File: src/logic/softmax_pkg.sv
`default_nettype none

package softmax_pkg;

  localparam int COEF_W      = 4;
  localparam int NODE_W      = 4;
  localparam int EXP_W       = 16;
  localparam int SUM_W       = 20;
  localparam int ALPHA_W     = 16;
  localparam int IN_DEPTH    = 8;
  localparam int E_DEPTH     = 16;
  localparam int SUM_DEPTH   = 4;
  localparam int OUT_CREDITS = 4;
  localparam int DIV_LAT     = 17;
  localparam int CREDIT_W    = $clog2(OUT_CREDITS + 1);

  typedef logic [COEF_W-1:0]   coef_t;
  typedef logic [NODE_W-1:0]   node_cnt_t;
  typedef logic [EXP_W-1:0]    exp_t;
  typedef logic [SUM_W-1:0]    sum_t;
  typedef logic [ALPHA_W-1:0]  alpha_t;
  typedef logic [CREDIT_W-1:0] credit_t;

  // one node of a subgraph
  typedef struct packed {
    node_cnt_t num_nodes;
    coef_t     coef;
  } sm_beat_t;

  // one record per finished subgraph
  typedef struct packed {
    node_cnt_t num_nodes;
    sum_t      sum;
  } sum_rec_t;

  typedef struct packed {
    exp_t dividend;
    sum_t divisor;
  } div_req_t;

endpackage

`default_nettype wire

File: src/logic/sync_fifo.sv
`timescale 1ns/1ns
`default_nettype none

module sync_fifo #(
  parameter int width = 8,
  parameter int depth = 4
) (
  input  wire logic             clk,
  input  wire logic             rst_n,
  input  wire logic             wr,
  input  wire logic [width-1:0] din,
  input  wire logic             rd,
  output logic      [width-1:0] dout,
  output logic                  full,
  output logic                  empty
);

  typedef logic [$clog2(depth)-1:0]   ptr_t;
  typedef logic [$clog2(depth+1)-1:0] count_t;

  logic [width-1:0] mem [depth];
  ptr_t             wr_ptr;
  ptr_t             rd_ptr;
  count_t           count;
  logic             do_wr;
  logic             do_rd;

  assign do_wr = wr && !full;
  assign do_rd = rd && !empty;

  assign full  = (count == count_t'(depth));
  assign empty = (count == '0);
  // fall-through head
  assign dout  = mem[rd_ptr];

  always_ff @(posedge clk) begin
    if (do_wr) begin
      mem[wr_ptr] <= din;
    end
  end

  always_ff @(posedge clk or negedge rst_n) begin
    if (!rst_n) begin
      wr_ptr <= '0;
      rd_ptr <= '0;
      count  <= '0;
    end else begin
      if (do_wr) begin
        wr_ptr <= (wr_ptr == ptr_t'(depth - 1)) ? '0 : wr_ptr + 1'b1;
      end
      if (do_rd) begin
        rd_ptr <= (rd_ptr == ptr_t'(depth - 1)) ? '0 : rd_ptr + 1'b1;
      end
      case ({do_wr, do_rd})
        2'b10:   count <= count + 1'b1;
        2'b01:   count <= count - 1'b1;
        default: count <= count;
      endcase
    end
  end

endmodule

`default_nettype wire

File: src/logic/exp_sum_stage.sv
`timescale 1ns/1ns
`default_nettype none

module exp_sum_stage import softmax_pkg::*; (
  input  wire logic     clk,
  input  wire logic     rst_n,

  input  wire sm_beat_t in_head,
  input  wire logic     in_empty,
  output logic          in_pop,

  input  wire logic     e_full,
  output logic          e_push,
  output exp_t          e_data,

  input  wire logic     sum_full,
  output logic          sum_push,
  output sum_rec_t      sum_data
);

  node_cnt_t node_cnt;
  sum_t      run_sum;
  exp_t      e_val;
  sum_t      sum_next;
  logic      last_beat;

  // power of two stands in for the exponential
  assign e_val = exp_t'(1) << in_head.coef;

  assign last_beat = (node_cnt == in_head.num_nodes - node_cnt_t'(1));

  // sum slot only needed on the closing beat
  assign in_pop = !in_empty && !e_full && (!last_beat || !sum_full);

  always_comb begin
    if (node_cnt == '0) begin
      sum_next = sum_t'(e_val);
    end else begin
      sum_next = run_sum + sum_t'(e_val);
    end
  end

  assign e_push = in_pop;
  assign e_data = e_val;

  assign sum_push           = in_pop && last_beat;
  assign sum_data.num_nodes = in_head.num_nodes;
  assign sum_data.sum       = sum_next;

  always_ff @(posedge clk or negedge rst_n) begin
    if (!rst_n) begin
      node_cnt <= '0;
    end else if (in_pop) begin
      if (last_beat) begin
        node_cnt <= '0;
      end else begin
        node_cnt <= node_cnt + 1'b1;
      end
    end
  end

  // running sum of the current subgraph
  always_ff @(posedge clk) begin
    if (in_pop) begin
      run_sum <= sum_next;
    end
  end

endmodule

`default_nettype wire

File: src/logic/norm_issue_stage.sv
`timescale 1ns/1ns
`default_nettype none

module norm_issue_stage import softmax_pkg::*; (
  input  wire logic     clk,
  input  wire logic     rst_n,

  input  wire exp_t     e_head,
  input  wire logic     e_empty,
  output logic          e_pop,

  input  wire sum_rec_t sum_head,
  input  wire logic     sum_empty,
  output logic          sum_pop,

  input  wire logic     out_credit,
  output logic          div_valid,
  output div_req_t      div_req
);

  sum_rec_t  cur_rec;
  sum_rec_t  rec;
  node_cnt_t div_cnt;
  credit_t   credit_count;
  logic      first_node;
  logic      rec_ok;

  assign first_node = (div_cnt == '0);

  // node 0 takes the record straight off the sum FIFO head
  assign rec    = first_node ? sum_head : cur_rec;
  assign rec_ok = !first_node || !sum_empty;

  assign div_valid = !e_empty && rec_ok && (credit_count != '0);
  assign e_pop     = div_valid;
  assign sum_pop   = div_valid && first_node;

  assign div_req.dividend = e_head;
  assign div_req.divisor  = rec.sum;

  always_ff @(posedge clk) begin
    if (sum_pop) begin
      cur_rec <= sum_head;
    end
  end

  always_ff @(posedge clk or negedge rst_n) begin
    if (!rst_n) begin
      div_cnt <= '0;
    end else if (div_valid) begin
      if (div_cnt == rec.num_nodes - node_cnt_t'(1)) begin
        div_cnt <= '0;
      end else begin
        div_cnt <= div_cnt + 1'b1;
      end
    end
  end

  // one credit spent per division and one back per pulse
  always_ff @(posedge clk or negedge rst_n) begin
    if (!rst_n) begin
      credit_count <= credit_t'(OUT_CREDITS);
    end else begin
      case ({div_valid, out_credit})
        2'b10:   credit_count <= credit_count - 1'b1;
        2'b01:   credit_count <= credit_count + 1'b1;
        default: credit_count <= credit_count;
      endcase
    end
  end

endmodule

`default_nettype wire

File: src/logic/fxp_div_pipe.sv
`timescale 1ns/1ns
`default_nettype none

module fxp_div_pipe import softmax_pkg::*; (
  input  wire logic     clk,
  input  wire logic     rst_n,
  input  wire logic     div_valid,
  input  wire div_req_t div_req,
  output logic          alpha_valid,
  output alpha_t        alpha
);

  // partial remainder one bit wider than the divisor
  logic [SUM_W:0]     rem_q [DIV_LAT-1];
  sum_t               dsr_q [DIV_LAT-1];
  logic [DIV_LAT-1:0] quo_q [DIV_LAT];
  logic               vld_q [DIV_LAT];

  for (genvar s = 0; s < DIV_LAT; s++) begin : g_stage
    logic [SUM_W:0]     rem_in;
    logic [SUM_W:0]     rem_sub;
    sum_t               dsr_in;
    logic [DIV_LAT-1:0] quo_in;
    logic               vld_in;
    logic               ge;

    if (s == 0) begin : g_first
      // e never exceeds sum so the quotient has no bits above bit 16
      // and the first remainder is e itself
      assign rem_in = {{(SUM_W+1-EXP_W){1'b0}}, div_req.dividend};
      assign dsr_in = div_req.divisor;
      assign quo_in = '0;
      assign vld_in = div_valid;
    end else begin : g_next
      // remaining dividend bits are all zero
      assign rem_in = {rem_q[s-1][SUM_W-1:0], 1'b0};
      assign dsr_in = dsr_q[s-1];
      assign quo_in = quo_q[s-1];
      assign vld_in = vld_q[s-1];
    end

    assign rem_sub = rem_in - {1'b0, dsr_in};
    assign ge      = (rem_in >= {1'b0, dsr_in});

    always_ff @(posedge clk or negedge rst_n) begin
      if (!rst_n) begin
        vld_q[s] <= 1'b0;
      end else begin
        vld_q[s] <= vld_in;
      end
    end

    always_ff @(posedge clk) begin
      quo_q[s] <= {quo_in[DIV_LAT-2:0], ge};
    end

    // last stage needs only its quotient
    if (s < DIV_LAT - 1) begin : g_keep
      always_ff @(posedge clk) begin
        rem_q[s] <= ge ? rem_sub : rem_in;
        dsr_q[s] <= dsr_in;
      end
    end
  end

  assign alpha_valid = vld_q[DIV_LAT-1];

  // quotient of 2^16 only for a single-node subgraph
  always_comb begin
    if (quo_q[DIV_LAT-1][DIV_LAT-1]) begin
      alpha = '1;
    end else begin
      alpha = quo_q[DIV_LAT-1][ALPHA_W-1:0];
    end
  end

endmodule

`default_nettype wire

File: src/logic/softmax_top.sv
`timescale 1ns/1ns
`default_nettype none

module softmax_top import softmax_pkg::*; (
  input  wire logic     clk,
  input  wire logic     rst_n,
  input  wire logic     in_valid,
  input  wire sm_beat_t in_beat,
  output logic          in_credit,
  input  wire logic     out_credit,
  output logic          alpha_valid,
  output alpha_t        alpha
);

  sm_beat_t in_head;
  logic     in_full;
  logic     in_empty;
  logic     in_pop;

  exp_t     e_din;
  exp_t     e_head;
  logic     e_push;
  logic     e_pop;
  logic     e_full;
  logic     e_empty;

  sum_rec_t sum_din;
  sum_rec_t sum_head;
  logic     sum_push;
  logic     sum_pop;
  logic     sum_full;
  logic     sum_empty;

  logic     div_valid;
  div_req_t div_req;

  sync_fifo #(.width($bits(sm_beat_t)), .depth(IN_DEPTH)) u_in_fifo (
    .clk   (clk),
    .rst_n (rst_n),
    .wr    (in_valid),
    .din   (in_beat),
    .rd    (in_pop),
    .dout  (in_head),
    .full  (in_full),
    .empty (in_empty)
  );

  sync_fifo #(.width(EXP_W), .depth(E_DEPTH)) u_e_fifo (
    .clk   (clk),
    .rst_n (rst_n),
    .wr    (e_push),
    .din   (e_din),
    .rd    (e_pop),
    .dout  (e_head),
    .full  (e_full),
    .empty (e_empty)
  );

  sync_fifo #(.width($bits(sum_rec_t)), .depth(SUM_DEPTH)) u_sum_fifo (
    .clk   (clk),
    .rst_n (rst_n),
    .wr    (sum_push),
    .din   (sum_din),
    .rd    (sum_pop),
    .dout  (sum_head),
    .full  (sum_full),
    .empty (sum_empty)
  );

  exp_sum_stage u_exp_sum (
    .clk      (clk),
    .rst_n    (rst_n),
    .in_head  (in_head),
    .in_empty (in_empty),
    .in_pop   (in_pop),
    .e_full   (e_full),
    .e_push   (e_push),
    .e_data   (e_din),
    .sum_full (sum_full),
    .sum_push (sum_push),
    .sum_data (sum_din)
  );

  norm_issue_stage u_norm_issue (
    .clk        (clk),
    .rst_n      (rst_n),
    .e_head     (e_head),
    .e_empty    (e_empty),
    .e_pop      (e_pop),
    .sum_head   (sum_head),
    .sum_empty  (sum_empty),
    .sum_pop    (sum_pop),
    .out_credit (out_credit),
    .div_valid  (div_valid),
    .div_req    (div_req)
  );

  fxp_div_pipe u_div (
    .clk         (clk),
    .rst_n       (rst_n),
    .div_valid   (div_valid),
    .div_req     (div_req),
    .alpha_valid (alpha_valid),
    .alpha       (alpha)
  );

  // input credit goes back the cycle after a pop
  always_ff @(posedge clk or negedge rst_n) begin
    if (!rst_n) begin
      in_credit <= 1'b0;
    end else begin
      in_credit <= in_pop;
    end
  end

endmodule

`default_nettype wire

File: config.mk
export PLATFORM = sky130hd
export DESIGN_NAME = softmax_top
export DESIGN_NICKNAME = d
export VERILOG_FILES = /design/src/logic/softmax_pkg.sv /design/src/logic/sync_fifo.sv /design/src/logic/exp_sum_stage.sv /design/src/logic/norm_issue_stage.sv /design/src/logic/fxp_div_pipe.sv /design/src/logic/softmax_top.sv
export SDC_FILE = /design/constraint.sdc
export NUM_CORES = 2
export LEC_CHECK = 0
export BUFFER_PORTS_ARGS = -buffer_cell sky130_fd_sc_hd__buf_2
export CAP_MARGIN = 20
export CORE_ASPECT_RATIO = 0.75
export CORE_MARGIN = 2
export CORE_UTILIZATION = 55
export DETAILED_ROUTE_END_ITERATION = 7
export PLACE_DENSITY = 0.82
export RECOVER_POWER = 50
export SYNTH_ARGS = -nofsm -noshare
export SYNTH_HDL_FRONTEND = slang
export SYNTH_SLANG_ARGS = --single-unit
File: constraint.sdc
create_clock -name clk -period 15.3 [get_ports clk]
set_input_delay 0 -clock clk [delete_from_list [all_inputs] [get_ports clk]]
set_output_delay 0 -clock clk [all_outputs]
set_load 0.01 [all_outputs]
==> qor.csv <==
metric;value;unit
status;complete, but fails checks;
failing checks;capacitance limit, slew limit;
clk_skew;0.0329;ns
largest net degree at the start of global routing;69;
Clock Pin Slew Worst Setup and Hold Paths;0.07;ns
hold worst-path end;u_in_fifo.mem[6][3];
Synth Warn #;0;
R2R Setup Slk;9.10;ns
synthesized area per cell;11.8;µm²
RR Endpoint;u_div.rem_q[0][13];
GRT Total Usage;23.3;%
Die X;374;µm
DR vias/cell;5.73;
DRC Markers;0;
most frequent cells after synthesis;793 x dfxtp_1, 460 x edfxtp_1, 452 x inv_1;
worst-margin pin slew;3.40;ns
CTS Buf Count;118;
kind of end point of the critical path;flop;
hpwl dp;84000;µm
Main synth FF type;dfxtp_1;
largest cells by area after synthesis;dfxtp_1 28%, edfxtp_1 24%, ha_1 8.4%, mux4_2 4.8%, mux2_2 3.5%;
Root Driver;clkbuf_16;
initial antenna violation count;2;
count of final setup violators;0;
port bufs;29;
first-pass GRT wire length;196000;µm
Die Y;281;µm
die footprint;0.105;mm²
FF-to-FF Start;u_sum_fifo.rd_ptr[0];
Max Cap Viol;3;
startpoint types;flop;
area grow syn2layout;10.7;%
worst skew pair latency;0.73;ns
DR pass1 iterations;6;
pins over their slew limit;117;
Unique masters post-synth;83;
DRT iter0 DRCs;3291;
final WL;123000;µm
Fmax achieved;161;MHz
Rel. slew slack;-127;%
Nets;5328;
Final ANT Viol Nets;0;
Post-Synthesis Cell Area;0.0564;mm²
number of fillers in the final layout;7540;
hold path depth;2;
Worst EP required;15.89;ns
register cell area after layout;0.0312;mm²
Site Rows;101;
Starting Density;55.6;%
register bit count reported by yosys;1312;
Core Region;0.101;mm²
share of cells above drive strength 1;11.7;%
final hold vios;0;
WS Path Type;reg2reg;
GPL Wtd Cong;0.903;
total number of vias;36400;
multi-input logic area;0.0232;mm²
CTS tree;built;
Synth Instances;4788;
number of synthesized flops with an enable pin;460;
arrival time at the worst endpoint;6.79;ns
HP Class;in2reg;
worst reg-to-reg path cell count;14;
vias in the first global route;36000;
H-tree Lvls;3;
clock period minus worst slack;6.20;ns
critical-path maximum fanout;27;
CTS Buffer Depth;3;
FFs w/ async S/R, synth;4.50;%
min-delay src;in_beat[3];
# IOs;30;
syn_nets;5201;
routed len/inst;19.3;µm
gr ovfl total;0;
clk sink count;1312;
Core Util, Final;61.5;%
top-count cell post-synth;dfxtp_1;
RSZ-0062 raised after global routing;false;
register area share after synthesis;55.3;%
final worst-path cycle share;40.5;%
area leader, netlist;dfxtp_1;
post-route setup TNS;0;ns
Synth top area share;28.1;%
-- layout by cell type (no fill, tap or decap), types with 28 or more instances in the layout --
master and instances:
edfxtp_1 460, nand2_1 219, clkbuf_16 121, nand4_1 60, mux2_2 170, a21oi_1 276
clkbuf_1 68, mux4_2 120, a21o_1 109, and3_1 30, nand2b_1 40, mux2i_1 33
o21ai_0 204, buf_4 34, ha_1 380, o21bai_1 35, dfxtp_1 793, xor2_1 90
a211oi_1 36, nor2b_1 58, dfrtp_1 56, or2_2 28, inv_1 452, nand3_1 56
nor3_1 67, o21a_1 60, xnor2_1 179, nor2_1 368
-- area by class of cell --
type	count	share of cell area, %
tap	1339	2.68
multi-input combinational	2930	37.1
sequential	1312	49.9
inverter	453	2.73
clock inverter	66	1.24
antenna	1	0.00401
timing repair buffer	100	1.13
clock buffer	153	5.14
-- critical path, stage by stage (launching register included) --
cell and delay (ns):
dfrtp_1 0.34, clkbuf_1 1.55, mux4_2 0.70, mux2i_1 0.34, ha_1 0.32, nor2b_1 0.16
o31a_1 0.27, o41ai_1 0.25, o21ai_1 0.17, o31a_1 0.34, a211o_1 0.33, o21ai_2 0.58
buf_4 0.31, inv_1 0.11, mux2_2 0.29
-- kinds of logic (layout without fill, tap and decap cells) --
logic type      count (synthesis)  after routing  synth area share (%)
compound gates                899            899                  10.1
other cells                     0              1                     0
buf+inv                       546            772                  3.71
fa+ha+maj                     401            401                  9.18
xor+xnor                      269            269                  4.18
mux                           329            329                  8.91
flops                        1312           1312                  55.3
simple gates                 1032           1032                  8.71
-- stage by stage --
step | std cells | hold WS (ns) | setup slack (ns) | instance area, µm²
2_1_floorplan | 4788 | -0.296 | 10.30 | 56400
4_1_cts | 6338 | 0.0198 | 9.24 | 62300
3_5_place_dp | 6107 | 0.219 | 9.30 | 58200
5_1_grt | 6353 | 0.169 | 8.54 | 62400
3_3_place_gp | 6107 | 0.206 | 9.37 | 58200
6_report | 6354 | 0.181 | 9.10 | 62400
-- state kept, by name, summed over array words and instances, names as in the netlist, 2 cells and up --
register	count
u_norm_issue.credit_count	3
u_e_fifo.wr_ptr	4
u_e_fifo.mem	256
u_in_fifo.rd_ptr	3
u_in_fifo.wr_ptr	3
u_norm_issue.cur_rec	24
u_e_fifo.count	5
u_exp_sum.node_cnt	4
u_sum_fifo.wr_ptr	2
u_div.g_stage.vld_in	16
u_in_fifo.count	4
u_norm_issue.div_cnt	4
u_div.rem_q	320
u_in_fifo.mem	64
u_sum_fifo.count	3
u_e_fifo.rd_ptr	4
u_div.quo_q	153
u_sum_fifo.mem	96
u_sum_fifo.rd_ptr	2
u_exp_sum.run_sum	20
u_div.dsr_q	320
-- per-layer routing --
metal	vias up	track usage, %	wire length, µm
met5	-	0	0
li1	17300	-	-
met3	212	3.70	7180
met2	1177	38.5	57300
met1	17700	32.2	55300
met4	0	5.97	2970
-- worst max-delay path by stage --
stage                          from                 end  slack (ns)  cells past startpoint
3_5_place_dp     u_e_fifo.rd_ptr[0]  u_div.rem_q[0][13]        9.30                     14
6_report       u_sum_fifo.rd_ptr[0]  u_div.rem_q[0][13]        9.10                     14
2_1_floorplan    u_e_fifo.rd_ptr[0]  u_div.rem_q[0][15]       10.30                     15
5_1_grt        u_sum_fifo.rd_ptr[0]  u_div.rem_q[0][13]        8.54                     14
3_3_place_gp     u_e_fifo.rd_ptr[0]  u_div.rem_q[0][13]        9.37                     14
4_1_cts          u_e_fifo.rd_ptr[0]  u_div.rem_q[0][13]        9.24                     14
-- what timing repair did --
| item | CTS | global route |
|---|---|---|
| setup buffers | 0 | 0 |
| hold buffers | 12 | 0 |
| resized for setup | 0 | 0 |
| endpoints found under the hold margin | 165 | 0 |
Power is left out: the tool's default activity adds up to more than one toggle a clock period on the data nets, which glitch-free logic cannot reach.
